$ cat src/rtl/rv_arch_pkg.sv
`default_nettype none

package rv_arch_pkg;

    // architectural register file.
    localparam int REG_IDX_W = 5;

    // machine mode CSR space.
    localparam int CSR_ADDR_W = 12;

    typedef logic [REG_IDX_W-1:0] reg_idx_t;

    typedef logic [CSR_ADDR_W-1:0] csr_addr_t;

    // machine status.
    localparam csr_addr_t CSR_MSTATUS = 12'h300;

    // trap vector base, read by ecall in ID.
    localparam csr_addr_t CSR_MTVEC = 12'h305;

    // exception pc, read by mret in ID.
    localparam csr_addr_t CSR_MEPC = 12'h341;

    // trap cause, written along with mepc on ecall.
    localparam csr_addr_t CSR_MCAUSE = 12'h342;

endpackage

`default_nettype wire

$ cat src/rtl/pipe_ctrl_pkg.sv
`default_nettype none

package pipe_ctrl_pkg;

    localparam int CD_CTRL_W  = 3;
    localparam int WB_CTRL_W  = 4;
    localparam int EXE_CTRL_W = 5;
    localparam int EXE_SRC_W  = 3;
    localparam int MEM_CTRL_W = 4;

    typedef logic [CD_CTRL_W-1:0]  cd_ctrl_t;
    typedef logic [WB_CTRL_W-1:0]  wb_ctrl_t;
    typedef logic [EXE_CTRL_W-1:0] exe_ctrl_t;
    typedef logic [EXE_SRC_W-1:0]  exe_src_t;
    typedef logic [MEM_CTRL_W-1:0] mem_ctrl_t;

    // instruction class seen by the detector in ID.
    localparam cd_ctrl_t CD_NONE    = 3'd0;
    localparam cd_ctrl_t CD_BRANCH  = 3'd1;
    localparam cd_ctrl_t CD_JALR    = 3'd2;
    localparam cd_ctrl_t CD_ECALL   = 3'd3;
    localparam cd_ctrl_t CD_MRET    = 3'd4;
    localparam cd_ctrl_t CD_FENCE_I = 3'd5;
    localparam cd_ctrl_t CD_EBREAK  = 3'd6;

    // write-back source.
    localparam wb_ctrl_t WB_NONE   = 4'd0;
    localparam wb_ctrl_t WB_EXE    = 4'd1;
    localparam wb_ctrl_t WB_MEM    = 4'd2;
    localparam wb_ctrl_t WB_IMM    = 4'd3;
    localparam wb_ctrl_t WB_SNPC   = 4'd4;
    localparam wb_ctrl_t WB_CSRRW  = 4'd5;
    localparam wb_ctrl_t WB_CSRRS  = 4'd6;
    localparam wb_ctrl_t WB_CSRRWI = 4'd7;
    localparam wb_ctrl_t WB_ECALL  = 4'd8;

    localparam exe_ctrl_t EXE_NOP = 5'd0;

    // operand sources of the EXE stage.
    localparam exe_src_t SRC_NOP         = 3'd0;
    localparam exe_src_t SRC_R_R         = 3'd1;
    localparam exe_src_t SRC_R_I         = 3'd2;
    localparam exe_src_t SRC_PC_I        = 3'd3;
    localparam exe_src_t SRC_R_CSR       = 3'd4;
    localparam exe_src_t SRC_NOTR_CSR    = 3'd5;
    localparam exe_src_t SRC_CSR_ZIMM    = 3'd6;
    localparam exe_src_t SRC_CSR_NOTZIMM = 3'd7;

    // memory ops, codes not listed are loads.
    localparam mem_ctrl_t MEM_NONE    = 4'd0;
    localparam mem_ctrl_t MEM_SB      = 4'd5;
    localparam mem_ctrl_t MEM_SH      = 4'd6;
    localparam mem_ctrl_t MEM_SW      = 4'd7;
    localparam mem_ctrl_t MEM_SD      = 4'd8;
    localparam mem_ctrl_t MEM_FENCE_I = 4'd12;

endpackage

`default_nettype wire

$ cat src/rtl/hazard_if.sv
`timescale 1ns/1ps
`default_nettype none

interface hazard_if;

    logic id_hazard;
    logic exe_hazard;
    logic mem_hazard;
    logic fence_wait;
    logic ebreak_id;

    modport src (
        output id_hazard, exe_hazard, mem_hazard, fence_wait, ebreak_id
    );

    modport dst (
        input id_hazard, exe_hazard, mem_hazard, fence_wait, ebreak_id
    );

endinterface

`default_nettype wire

$ cat src/rtl/stage_write_decoder.sv
`timescale 1ns/1ps
`default_nettype none

module stage_write_decoder
    import pipe_ctrl_pkg::*;
(
    input  wire logic     valid,
    input  wire wb_ctrl_t wb_ctrl,
    output logic          rd_write,
    output logic          csr_write,
    output logic          ecall_write
);

    always_comb begin
        rd_write    = 1'b0;
        csr_write   = 1'b0;
        ecall_write = 1'b0;
        if (valid) begin
            case (wb_ctrl)
                WB_EXE, WB_MEM, WB_IMM, WB_SNPC: begin
                    rd_write = 1'b1;
                end
                // csr ops write both rd and the csr.
                WB_CSRRW, WB_CSRRS, WB_CSRRWI: begin
                    rd_write  = 1'b1;
                    csr_write = 1'b1;
                end
                WB_ECALL: begin
                    ecall_write = 1'b1;
                end
                default: begin
                    rd_write = 1'b0;
                end
            endcase
        end
    end

endmodule

`default_nettype wire

$ cat src/rtl/operand_use_decoder.sv
`timescale 1ns/1ps
`default_nettype none

module operand_use_decoder
    import pipe_ctrl_pkg::*;
(
    input  wire logic      id_valid,
    input  wire cd_ctrl_t  cd_ctrl,
    input  wire logic      exe_valid,
    input  wire exe_ctrl_t exe_ctrl,
    input  wire exe_src_t  exe_src,
    input  wire logic      mem_valid,
    input  wire mem_ctrl_t mem_ctrl,
    output logic           id_rs1_read,
    output logic           id_rs2_read,
    output logic           id_mtvec_read,
    output logic           id_mepc_read,
    output logic           exe_rs1_read,
    output logic           exe_rs2_read,
    output logic           exe_csr_read,
    output logic           mem_rs2_read
);

    logic exe_active;

    // branches resolve in ID, so their operands are needed there.
    always_comb begin
        id_rs1_read   = 1'b0;
        id_rs2_read   = 1'b0;
        id_mtvec_read = 1'b0;
        id_mepc_read  = 1'b0;
        if (id_valid) begin
            case (cd_ctrl)
                CD_BRANCH: begin
                    id_rs1_read = 1'b1;
                    id_rs2_read = 1'b1;
                end
                CD_JALR: begin
                    id_rs1_read = 1'b1;
                end
                CD_ECALL: begin
                    id_mtvec_read = 1'b1;
                end
                CD_MRET: begin
                    id_mepc_read = 1'b1;
                end
                default: begin
                    id_rs1_read = 1'b0;
                end
            endcase
        end
    end

    assign exe_active = exe_valid && (exe_ctrl != EXE_NOP);

    always_comb begin
        exe_rs1_read = 1'b0;
        exe_rs2_read = 1'b0;
        exe_csr_read = 1'b0;
        if (exe_active) begin
            case (exe_src)
                SRC_R_R: begin
                    exe_rs1_read = 1'b1;
                    exe_rs2_read = 1'b1;
                end
                SRC_R_I: begin
                    exe_rs1_read = 1'b1;
                end
                SRC_R_CSR, SRC_NOTR_CSR: begin
                    exe_rs1_read = 1'b1;
                    exe_csr_read = 1'b1;
                end
                SRC_CSR_ZIMM, SRC_CSR_NOTZIMM: begin
                    exe_csr_read = 1'b1;
                end
                default: begin
                    exe_rs1_read = 1'b0;
                end
            endcase
        end
    end

    // store data comes from rs2.
    assign mem_rs2_read = mem_valid && ((mem_ctrl == MEM_SB) || (mem_ctrl == MEM_SH) ||
                                        (mem_ctrl == MEM_SW) || (mem_ctrl == MEM_SD));

endmodule

`default_nettype wire

$ cat src/rtl/hazard_matcher.sv
`timescale 1ns/1ps
`default_nettype none

module hazard_matcher
    import rv_arch_pkg::*;
    import pipe_ctrl_pkg::*;
(
    input  wire logic      id_valid,
    input  wire cd_ctrl_t  cd_ctrl,
    input  wire reg_idx_t  id_rs1,
    input  wire reg_idx_t  id_rs2,
    input  wire logic      id_rs1_read,
    input  wire logic      id_rs2_read,
    input  wire logic      id_mtvec_read,
    input  wire logic      id_mepc_read,
    input  wire logic      exe_valid,
    input  wire wb_ctrl_t  exe_wb_ctrl,
    input  wire reg_idx_t  exe_rd,
    input  wire csr_addr_t exe_csr,
    input  wire reg_idx_t  exe_rs1,
    input  wire reg_idx_t  exe_rs2,
    input  wire logic      exe_rs1_read,
    input  wire logic      exe_rs2_read,
    input  wire logic      exe_csr_read,
    input  wire logic      mem_valid,
    input  wire mem_ctrl_t mem_ctrl,
    input  wire wb_ctrl_t  mem_wb_ctrl,
    input  wire reg_idx_t  mem_rd,
    input  wire csr_addr_t mem_csr,
    input  wire reg_idx_t  mem_rs2,
    input  wire logic      mem_rs2_read,
    input  wire logic      wb_valid,
    input  wire wb_ctrl_t  wb_ctrl,
    input  wire reg_idx_t  wb_rd,
    input  wire csr_addr_t wb_csr,
    hazard_if.src          hz
);

    logic exe_rd_write, exe_csr_write, exe_ecall_write;
    logic mem_rd_write, mem_csr_write, mem_ecall_write;
    logic wb_rd_write, wb_csr_write, wb_ecall_write;
    logic id_gpr_hit;
    logic id_csr_hit;
    logic exe_gpr_hit;
    logic exe_csr_hit;
    logic exe_trap_csr;

    function automatic logic rd_hit(input logic read, input reg_idx_t rs,
                                    input logic write, input reg_idx_t rd);
        return read && write && (rs == rd);
    endfunction

    function automatic logic csr_hit(input logic read, input csr_addr_t addr,
                                     input logic write, input csr_addr_t csr);
        return read && write && (addr == csr);
    endfunction

    stage_write_decoder u_exe_wr (
        .valid      (exe_valid),
        .wb_ctrl    (exe_wb_ctrl),
        .rd_write   (exe_rd_write),
        .csr_write  (exe_csr_write),
        .ecall_write(exe_ecall_write)
    );

    stage_write_decoder u_mem_wr (
        .valid      (mem_valid),
        .wb_ctrl    (mem_wb_ctrl),
        .rd_write   (mem_rd_write),
        .csr_write  (mem_csr_write),
        .ecall_write(mem_ecall_write)
    );

    stage_write_decoder u_wb_wr (
        .valid      (wb_valid),
        .wb_ctrl    (wb_ctrl),
        .rd_write   (wb_rd_write),
        .csr_write  (wb_csr_write),
        .ecall_write(wb_ecall_write)
    );

    // ID checks against all three older stages.
    assign id_gpr_hit = rd_hit(id_rs1_read, id_rs1, exe_rd_write, exe_rd)
                     || rd_hit(id_rs1_read, id_rs1, mem_rd_write, mem_rd)
                     || rd_hit(id_rs1_read, id_rs1, wb_rd_write, wb_rd)
                     || rd_hit(id_rs2_read, id_rs2, exe_rd_write, exe_rd)
                     || rd_hit(id_rs2_read, id_rs2, mem_rd_write, mem_rd)
                     || rd_hit(id_rs2_read, id_rs2, wb_rd_write, wb_rd);

    // an ecall in flight rewrites mepc.
    assign id_csr_hit = csr_hit(id_mtvec_read, CSR_MTVEC, exe_csr_write, exe_csr)
                     || csr_hit(id_mtvec_read, CSR_MTVEC, mem_csr_write, mem_csr)
                     || csr_hit(id_mtvec_read, CSR_MTVEC, wb_csr_write, wb_csr)
                     || csr_hit(id_mepc_read, CSR_MEPC, exe_csr_write, exe_csr)
                     || csr_hit(id_mepc_read, CSR_MEPC, mem_csr_write, mem_csr)
                     || csr_hit(id_mepc_read, CSR_MEPC, wb_csr_write, wb_csr)
                     || (id_mepc_read && (exe_ecall_write || mem_ecall_write || wb_ecall_write));

    assign exe_gpr_hit = rd_hit(exe_rs1_read, exe_rs1, mem_rd_write, mem_rd)
                      || rd_hit(exe_rs1_read, exe_rs1, wb_rd_write, wb_rd)
                      || rd_hit(exe_rs2_read, exe_rs2, mem_rd_write, mem_rd)
                      || rd_hit(exe_rs2_read, exe_rs2, wb_rd_write, wb_rd);

    assign exe_trap_csr = (exe_csr == CSR_MEPC) || (exe_csr == CSR_MCAUSE);

    assign exe_csr_hit = csr_hit(exe_csr_read, exe_csr, mem_csr_write, mem_csr)
                      || csr_hit(exe_csr_read, exe_csr, wb_csr_write, wb_csr)
                      || (exe_csr_read && exe_trap_csr && (mem_ecall_write || wb_ecall_write));

    assign hz.id_hazard  = id_gpr_hit || id_csr_hit;
    assign hz.exe_hazard = exe_gpr_hit || exe_csr_hit;
    assign hz.mem_hazard = rd_hit(mem_rs2_read, mem_rs2, wb_rd_write, wb_rd);

    // fence.i holds fetch until it reaches MEM.
    assign hz.fence_wait = id_valid && (cd_ctrl == CD_FENCE_I) && (mem_ctrl != MEM_FENCE_I);
    assign hz.ebreak_id  = id_valid && (cd_ctrl == CD_EBREAK);

endmodule

`default_nettype wire

$ cat src/rtl/pipeline_control.sv
`timescale 1ns/1ps
`default_nettype none

module pipeline_control (
    input  wire logic clk,
    input  wire logic rst_n,
    hazard_if.dst     hz,
    input  wire logic id_valid,
    input  wire logic if_ctrl,
    input  wire logic exe_valid,
    input  wire logic mem_valid,
    input  wire logic wb_valid,
    output logic      if_reg_valid,
    output logic      if_reg_enable,
    output logic      id_reg_valid,
    output logic      id_reg_enable,
    output logic      exe_reg_valid,
    output logic      exe_reg_enable,
    output logic      mem_reg_valid,
    output logic      mem_reg_enable,
    output logic      wb_reg_valid,
    output logic      halt
);

    logic any_hazard;
    logic pipe_empty;

    assign any_hazard = hz.id_hazard || hz.exe_hazard || hz.mem_hazard;

    // a stall in any stage freezes everything upstream of it.
    assign if_reg_valid   = !(hz.id_hazard || hz.fence_wait || hz.ebreak_id);
    assign if_reg_enable  = !any_hazard;
    assign id_reg_valid   = !(id_valid && if_ctrl);
    assign id_reg_enable  = !(any_hazard || hz.ebreak_id);
    assign exe_reg_valid  = !(hz.id_hazard || hz.ebreak_id);
    assign exe_reg_enable = !(hz.exe_hazard || hz.mem_hazard);
    assign mem_reg_valid  = !hz.exe_hazard;
    assign mem_reg_enable = !hz.mem_hazard;
    assign wb_reg_valid   = !hz.mem_hazard;

    // ebreak only halts once older instructions have retired.
    assign pipe_empty = !exe_valid && !mem_valid && !wb_valid;

    always_ff @(posedge clk or negedge rst_n) begin
        if (!rst_n) begin
            halt <= 1'b0;
        end else if (hz.ebreak_id && pipe_empty) begin
            halt <= 1'b1;
        end
    end

endmodule

`default_nettype wire

$ cat src/rtl/hazard_unit.sv
`timescale 1ns/1ps
`default_nettype none

module hazard_unit
    import rv_arch_pkg::*;
    import pipe_ctrl_pkg::*;
(
    input  wire logic      clk,
    input  wire logic      rst_n,
    input  wire cd_ctrl_t  cd_ctrl,
    input  wire logic      if_ctrl,
    input  wire logic      id_valid,
    input  wire reg_idx_t  id_rs1,
    input  wire reg_idx_t  id_rs2,
    input  wire logic      exe_valid,
    input  wire exe_ctrl_t exe_ctrl,
    input  wire exe_src_t  exe_src,
    input  wire wb_ctrl_t  exe_wb_ctrl,
    input  wire reg_idx_t  exe_rd,
    input  wire reg_idx_t  exe_rs1,
    input  wire reg_idx_t  exe_rs2,
    input  wire csr_addr_t exe_csr,
    input  wire logic      mem_valid,
    input  wire mem_ctrl_t mem_ctrl,
    input  wire wb_ctrl_t  mem_wb_ctrl,
    input  wire reg_idx_t  mem_rd,
    input  wire reg_idx_t  mem_rs2,
    input  wire csr_addr_t mem_csr,
    input  wire logic      wb_valid,
    input  wire wb_ctrl_t  wb_ctrl,
    input  wire reg_idx_t  wb_rd,
    input  wire csr_addr_t wb_csr,
    output logic           if_reg_valid,
    output logic           if_reg_enable,
    output logic           id_reg_valid,
    output logic           id_reg_enable,
    output logic           exe_reg_valid,
    output logic           exe_reg_enable,
    output logic           mem_reg_valid,
    output logic           mem_reg_enable,
    output logic           wb_reg_valid,
    output logic           halt
);

    logic id_rs1_read;
    logic id_rs2_read;
    logic id_mtvec_read;
    logic id_mepc_read;
    logic exe_rs1_read;
    logic exe_rs2_read;
    logic exe_csr_read;
    logic mem_rs2_read;

    hazard_if hz_if ();

    operand_use_decoder u_use (
        .id_valid     (id_valid),
        .cd_ctrl      (cd_ctrl),
        .exe_valid    (exe_valid),
        .exe_ctrl     (exe_ctrl),
        .exe_src      (exe_src),
        .mem_valid    (mem_valid),
        .mem_ctrl     (mem_ctrl),
        .id_rs1_read  (id_rs1_read),
        .id_rs2_read  (id_rs2_read),
        .id_mtvec_read(id_mtvec_read),
        .id_mepc_read (id_mepc_read),
        .exe_rs1_read (exe_rs1_read),
        .exe_rs2_read (exe_rs2_read),
        .exe_csr_read (exe_csr_read),
        .mem_rs2_read (mem_rs2_read)
    );

    hazard_matcher u_match (
        .id_valid     (id_valid),
        .cd_ctrl      (cd_ctrl),
        .id_rs1       (id_rs1),
        .id_rs2       (id_rs2),
        .id_rs1_read  (id_rs1_read),
        .id_rs2_read  (id_rs2_read),
        .id_mtvec_read(id_mtvec_read),
        .id_mepc_read (id_mepc_read),
        .exe_valid    (exe_valid),
        .exe_wb_ctrl  (exe_wb_ctrl),
        .exe_rd       (exe_rd),
        .exe_csr      (exe_csr),
        .exe_rs1      (exe_rs1),
        .exe_rs2      (exe_rs2),
        .exe_rs1_read (exe_rs1_read),
        .exe_rs2_read (exe_rs2_read),
        .exe_csr_read (exe_csr_read),
        .mem_valid    (mem_valid),
        .mem_ctrl     (mem_ctrl),
        .mem_wb_ctrl  (mem_wb_ctrl),
        .mem_rd       (mem_rd),
        .mem_csr      (mem_csr),
        .mem_rs2      (mem_rs2),
        .mem_rs2_read (mem_rs2_read),
        .wb_valid     (wb_valid),
        .wb_ctrl      (wb_ctrl),
        .wb_rd        (wb_rd),
        .wb_csr       (wb_csr),
        .hz           (hz_if.src)
    );

    pipeline_control u_ctrl (
        .clk           (clk),
        .rst_n         (rst_n),
        .hz            (hz_if.dst),
        .id_valid      (id_valid),
        .if_ctrl       (if_ctrl),
        .exe_valid     (exe_valid),
        .mem_valid     (mem_valid),
        .wb_valid      (wb_valid),
        .if_reg_valid  (if_reg_valid),
        .if_reg_enable (if_reg_enable),
        .id_reg_valid  (id_reg_valid),
        .id_reg_enable (id_reg_enable),
        .exe_reg_valid (exe_reg_valid),
        .exe_reg_enable(exe_reg_enable),
        .mem_reg_valid (mem_reg_valid),
        .mem_reg_enable(mem_reg_enable),
        .wb_reg_valid  (wb_reg_valid),
        .halt          (halt)
    );

endmodule

`default_nettype wire

$ cat config.mk
export PLATFORM = sky130hd
export DESIGN_NAME = hazard_unit
export DESIGN_NICKNAME = d
export VERILOG_FILES = /design/src/rtl/rv_arch_pkg.sv /design/src/rtl/pipe_ctrl_pkg.sv /design/src/rtl/hazard_if.sv /design/src/rtl/stage_write_decoder.sv /design/src/rtl/operand_use_decoder.sv /design/src/rtl/hazard_matcher.sv /design/src/rtl/pipeline_control.sv /design/src/rtl/hazard_unit.sv
export SDC_FILE = /design/constraint.sdc
export NUM_CORES = 1
export LEC_CHECK = 0
export BUFFER_PORTS_ARGS = -buffer_cell sky130_fd_sc_hd__clkbuf_2
export CAP_MARGIN = 25
export CORE_MARGIN = 8
export CORE_UTILIZATION = 30
export CTS_CLUSTER_SIZE = 24
export DETAILED_ROUTE_END_ITERATION = 8
export GPL_TIMING_DRIVEN = 0
export PLACE_DENSITY = 0.62
export SYNTH_ARGS = -nofsm -noshare
export SYNTH_HDL_FRONTEND = slang
export SYNTH_SLANG_ARGS = --single-unit
export TNS_END_PERCENT = 5
$ cat constraint.sdc
create_clock -name clk -period 3.4 [get_ports clk]
set_clock_uncertainty 0.15 [all_clocks]
set_input_delay 0.34 -clock clk [delete_from_list [all_inputs] [get_ports clk]]
set_output_delay 0.34 -clock clk [all_outputs]
set_load 0.05 [all_outputs]
==> flow_metrics.py, run 1 <==
metrics = {
    "outcome": {
        "status": "finished clean",
    },
    "sta": {
        "worst_slew_pin_slew_ns": 0.619,
        "finalHoldViolations": 0,
        "post-route-min-period_ns": 2.65,
        "maxSlewHeadroom": 0.586,
        "finalCritPeriodShare": 0.779,
        "setup_viol": 0,
        "tns_ns": 0,
        "rsz0062_at_grt": "false",
        "finalMaxSlewViolations": 0,
        "max_freq_mhz": 378,
    },
    "yosys": {
        "syn_nets": 308,
        "syn_inst": 198,
        "async_reset_ff_frac": 1.00,
        "synth-seq-area-share": 0.0170,
        "synthFlopType": "dfrtp_1",
        "synth.cell_area_um2": 1470,
        "syn_avg_cell_area_um2": 7.43,
        "synth_edf_count": 0,
        "yosys_warnings": 0,
        "ys_seq_elements": 1,
        "synth.distinct_cells": 43,
    },
    "power": {
        "seqPwrFrac": 0.060,
        "p_clk_frac": 0,
        "leakage_uw": 0.000931,
        "p_int_uw": 130,
        "combPwrFrac": 0.940,
        "power.switching_uw": 132,
        "p_per_area_nw_per_um2": 123,
        "peakVddDrop_uv": 49.9,
        "switching_share": 0.503,
    },
    "final_layout": {
        "regMostFlops": "u_ctrl.halt",
        "seq_area_um2": 25.0,
        "largest_register_ffs": 1,
        "n_fill_cell": 512,
        "area_growth_syn_to_layout_pct": 45.2,
        "nets": 425,
        "reg_top3": "u_ctrl.halt x1",
        "num_antenna_cells": 0,
        "final_cell_mix": "114 x clkbuf_2, 43 x xor2_1, 38 x xnor2_1",
        "mostFrequentLayoutCell": "clkbuf_2",
        "multi_input_area_um2": 1400,
        "drive_above_1_share": 0.412,
        "fin_cells": 380,
    },
    "floorplanning": {
        "dieArea_um2": 7400,
        "initial_utilization": 0.311,
        "row_count": 25,
        "die_width_um": 86.0,
        "io_pins": 120,
        "core_area_um2": 4720,
        "die-height_um": 86.0,
    },
    "global_route": {
        "overflow": 0,
        "grt_pass1_vias": 1971,
        "grt_antenna_before_repair": 0,
        "grt_max_degree": 7,
        "grt_pass1_wl_mm": 9.12,
        "grt_use_total": 0.145,
    },
    "route": {
        "vias_per_cell": 4.89,
        "ant_nets": 0,
        "drt-initial-drc-count": 42,
        "drc": 0,
        "vias": 1860,
        "routedWlPerCell_um": 15.3,
        "firstDrtPassIters": 5,
        "routed_wl_mm": 5.82,
    },
    "setup_path": {
        "cp_max_fo": 4,
        "critPathKind": "input port to primary output",
        "end_kind": "primary output",
        "start_kind": "input port",
        "required_ns": 2.91,
        "cp_data_arrival_time_ns": 2.16,
        "reg2reg_depth": 1,
    },
    "worst_hold_path": {
        "hold_depth": 1,
        "hold_class": "register to register",
    },
    "clock_tree": {
        "cts_resized": 0,
        "postCtsSetupBuffers": 0,
        "ctsHoldBuffers": 1,
        "worstSkewPairLatency_ns": 0,
        "path_clk_slew_ns": 0,
    },
    "place": {
        "routabilityCongestion": 0.871,
        "port_buffers": 114,
        "dp_cells": 379,
        "hpwl_mm": 5.35,
    },
    "run": {
        "drv_cap": 0,
    },
}
-- cell type report --
cell class,count,share of cell area
inverters,4,0.00703
well taps,67,0.0393
flip-flops and latches,1,0.0117
repair buffers,115,0.272
plain buffers,6,0.0152
multi-input cells,187,0.655
-- through the flow --
stage               utilization  instance area, um^2  setup slack (ns)  total power, uW  hold WS [ns]
floorplan                     -                 1470             0.476              143        -0.106
global placement          0.450                 2120             0.758              259       -0.0350
detailed placement        0.450                 2120             0.749              260       -0.0339
CTS                       0.452                 2130             0.746              263         0.301
global route              0.452                 2130             0.609              286         0.332
finish                    0.452                 2130             0.752              262         0.301
-- synthesized netlist by cell type, drive strengths merged, types with 4 or more instances --
cell type   n  area [um^2]
a21oi       4         23.8
buf         6         32.5
inv         4         15.0
nand2       9         33.8
nand2b      4         25.0
nand4      15         93.8
nor2       12         45.0
nor3       13         65.1
nor3b       5         37.5
nor4        8         68.8
o21ai       4         23.8
xnor2      38          333
xor2       43          377
-- worst paths after layout --
check	start	end	slack [ns]
max	mem_csr[3]	if_reg_enable	0.75
min	u_ctrl.halt$_DFFE_PN0P_	u_ctrl.halt$_DFFE_PN0P_	0.30
max reg2reg	u_ctrl.halt$_DFFE_PN0P_	u_ctrl.halt$_DFFE_PN0P_	2.62
min reg2reg	u_ctrl.halt$_DFFE_PN0P_	u_ctrl.halt$_DFFE_PN0P_	0.30
max in group asynchronous	rst_n	u_ctrl.halt$_DFFE_PN0P_	2.51
min in group asynchronous	rst_n	u_ctrl.halt$_DFFE_PN0P_	0.51
-- worst max-delay path, stage by stage --
cell and delay (ns):
clkbuf_2 0.10, or4b_1 0.53, nor4_2 0.30, nand4b_1 0.18
a21oi_1 0.20, a2111oi_2 0.06, o21ai_2 0.13, nor3_1 0.08
clkbuf_2 0.24
-- routing by layer --
layer / wire (um) / track usage / vias up
met3: 589 / 0.0315 / 2
met2: 2590 / 0.256 / 90
met5: 0 / 0 / -
li1: - / - / 953
met4: 21 / 0.00637 / 0
met1: 2620 / 0.182 / 815
-- power groups by stage --
stage / combinational (uW) / clock [uW] / sequential (uW)
floorplan: 119 / 0 / 23.6
global placement: 243 / 0 / 15.6
detailed placement: 245 / 0 / 15.7
CTS: 247 / 0 / 15.7
global route: 269 / 0 / 16.3
finish: 246 / 0 / 15.7
-- logic make-up after synthesis --
| family | count (synthesis) | share of synthesized area |
|---|---|---|
| AOI/OAI and AO/OA | 23 | 0.123 |
| buffers and inverters | 10 | 0.0323 |
| xor gates and xnor gates | 81 | 0.483 |
| and+or+nand+nor | 83 | 0.346 |
| DFF | 1 | 0.0170 |
Note: power is estimated with default switching activity, not from simulation.
==> inputs of run 2 (changes only) <==
==> constraint.sdc (replaced) <==
create_clock -name clk -period 2.5 [get_ports clk]
set_clock_uncertainty 0.15 [all_clocks]
set_input_delay 0.25 -clock clk [delete_from_list [all_inputs] [get_ports clk]]
set_output_delay 0.25 -clock clk [all_outputs]
set_load 0.05 [all_outputs]
==> flow_metrics.py, run 2 (synthesis results as in run 1) <==
metrics = {
    "sta": {
        "max_freq_mhz": 410,
        "setup_viol": 0,
        "maxSlewHeadroom": 0.630,
        "finalHoldViolations": 0,
        "rsz0062_at_grt": "true",
        "finalCritPeriodShare": 0.976,
        "finalMaxSlewViolations": 0,
        "worst_slack_ns": 0.0602,
        "post-route-min-period_ns": 2.44,
        "worst_slew_pin_slew_ns": 0.554,
    },
    "final_layout": {
        "fin_util": 0.466,
        "final_area_um2": 2200,
        "reg_top3": "u_ctrl.halt x1",
        "area_growth_syn_to_layout_pct": 49.7,
        "nets": 426,
        "num_antenna_cells": 0,
        "largest_register_ffs": 1,
        "regMostFlops": "u_ctrl.halt",
        "final_cell_mix": "108 x clkbuf_2, 43 x xor2_1, 38 x xnor2_1",
        "mostFrequentLayoutCell": "clkbuf_2",
        "drive_above_1_share": 0.430,
    },
    "place": {
        "dpl_cell_area_um2": 2130,
        "hpwl_mm": 5.39,
        "routabilityCongestion": 0.814,
        "pre_cts_ws_ns": 0.0149,
        "port_buffers": 114,
    },
    "power": {
        "p_int_uw": 179,
        "p_per_area_nw_per_um2": 165,
        "combPwrFrac": 0.941,
        "power.switching_uw": 184,
        "peakVddDrop_uv": 73.4,
        "switching_share": 0.506,
        "seqPwrFrac": 0.059,
        "p_clk_frac": 0,
        "leakage_uw": 0.000950,
        "power_uw": 363,
    },
    "route": {
        "drt-initial-drc-count": 35,
        "firstDrtPassIters": 4,
        "routedWlPerCell_um": 15.4,
        "drc": 0,
        "vias": 1823,
        "vias_per_cell": 4.78,
        "ant_nets": 0,
        "routed_wl_mm": 5.86,
    },
    "setup_path": {
        "crit_chain": "clkbuf_2 > or4_4 > nor4_4 > buf_4 > o211ai_2 > o21ai_1 > a2111oi_2 > o21ai_2 > nor2_1 > buf_4",
        "cpMostUsedCell": "buf_4",
        "end_kind": "primary output",
        "crit_family": "simple AND/OR/NAND/NOR gates",
        "start_kind": "input port",
        "path_buf_inv": 3,
        "required_ns": 2.10,
        "r2r-start": "u_ctrl.halt$_DFFE_PN0P_",
        "reg2reg_depth": 1,
        "critPathSlowestCell": "or4_4",
        "cp_data_arrival_time_ns": 2.04,
        "reg2reg_slack_ns": 1.73,
        "critPathKind": "input port to primary output",
        "slowest_delay_ns": 0.54,
        "r2r_end": "u_ctrl.halt$_DFFE_PN0P_",
        "cp_max_fo": 4,
    },
    "global_route": {
        "grt_max_degree": 7,
        "grt_antenna_before_repair": 0,
        "grt_use_total": 0.147,
        "grt_pass1_wl_mm": 9.16,
        "grt_pass1_vias": 1985,
        "overflow": 0,
    },
    "worst_hold_path": {
        "holdCritStartpoint": "u_ctrl.halt$_DFFE_PN0P_",
        "hold_class": "register to register",
        "hold_depth": 1,
        "hold_path_end": "u_ctrl.halt$_DFFE_PN0P_",
    },
    "floorplanning": {
        "dieArea_um2": 7400,
        "core_area_um2": 4720,
        "initial_utilization": 0.311,
        "die_width_um": 86.0,
        "row_count": 25,
        "die-height_um": 86.0,
        "io_pins": 120,
    },
    "clock_tree": {
        "path_clk_slew_ns": 0,
        "worstSkewPairLatency_ns": 0,
    },
    "outcome": {
        "status": "finished clean",
    },
    "run": {
        "drv_cap": 0,
    },
}
-- run 2: cell count changes in the layout (fill, tap and decap cells not counted), moves of 2 or more --
| cell | before | now |
|---|---|---|
| buf_4 | 1 | 6 |
| nor4_4 | 0 | 2 |
| clkbuf_2 | 114 | 108 |
| nor4_2 | 3 | 1 |
-- run 2: worst max path at each step --
stage / endpoint / depth (start not counted) / slack [ns] / from
after floorplan: id_reg_enable / 7 / -0.13 / cd_ctrl[2]
after global placement: id_reg_enable / 9 / 0.03 / cd_ctrl[2]
after detailed placement: exe_reg_valid / 9 / 0.01 / mem_csr[3]
after CTS: exe_reg_valid / 9 / 0.01 / mem_csr[3]
after global routing: if_reg_enable / 10 / -0.02 / exe_csr[3]
final: exe_reg_valid / 10 / 0.06 / exe_csr[3]
-- run 2: what timing repair did --
| item | CTS | global route |
|---|---|---|
| buffers inserted | 0 | 1 |
| hold buffers | 1 | 0 |
| hold endpoints to repair | 1 | 0 |
| endpoints found under the setup margin | 0 | 6 |
| resized for setup | 0 | 24 |
-- run 2: metal layers --
layer | GRT usage | vias up | part of all wire
li1 | - | 953 | -
met1 | 0.184 | 789 | 0.45
met2 | 0.260 | 81 | 0.46
met3 | 0.0363 | 0 | 0.090
met4 | 0 | 0 | 0
met5 | 0 | - | 0
-- run 2: final cells by class --
type                       instances  area (um^2)
fill                             492         2520
timing repair buffer             116          604
inverter                           4         15.0
multi-input combinational        187         1440
tap                               67         83.8
sequential                         1         25.0
buffer                             6         32.5
-- run 2: power by group through the flow --
stage / registers (uW) / clock network (uW) / logic, uW
2_1_floorplan: 32.1 / 0 / 162
3_3_place_gp: 21.3 / 0 / 331
3_5_place_dp: 21.3 / 0 / 334
4_1_cts: 21.3 / 0 / 337
5_1_grt: 21.9 / 0 / 374
6_report: 21.4 / 0 / 342
-- run 2: through the flow --
stage	cells	setup TNS, ns	hold slack, ns
CTS	380	0	0.298
global route	381	-0.0529	0.331
global placement	379	0	-0.124
finish	381	0	0.299
detailed placement	379	0	-0.124
floorplan	198	-0.135	-0.196
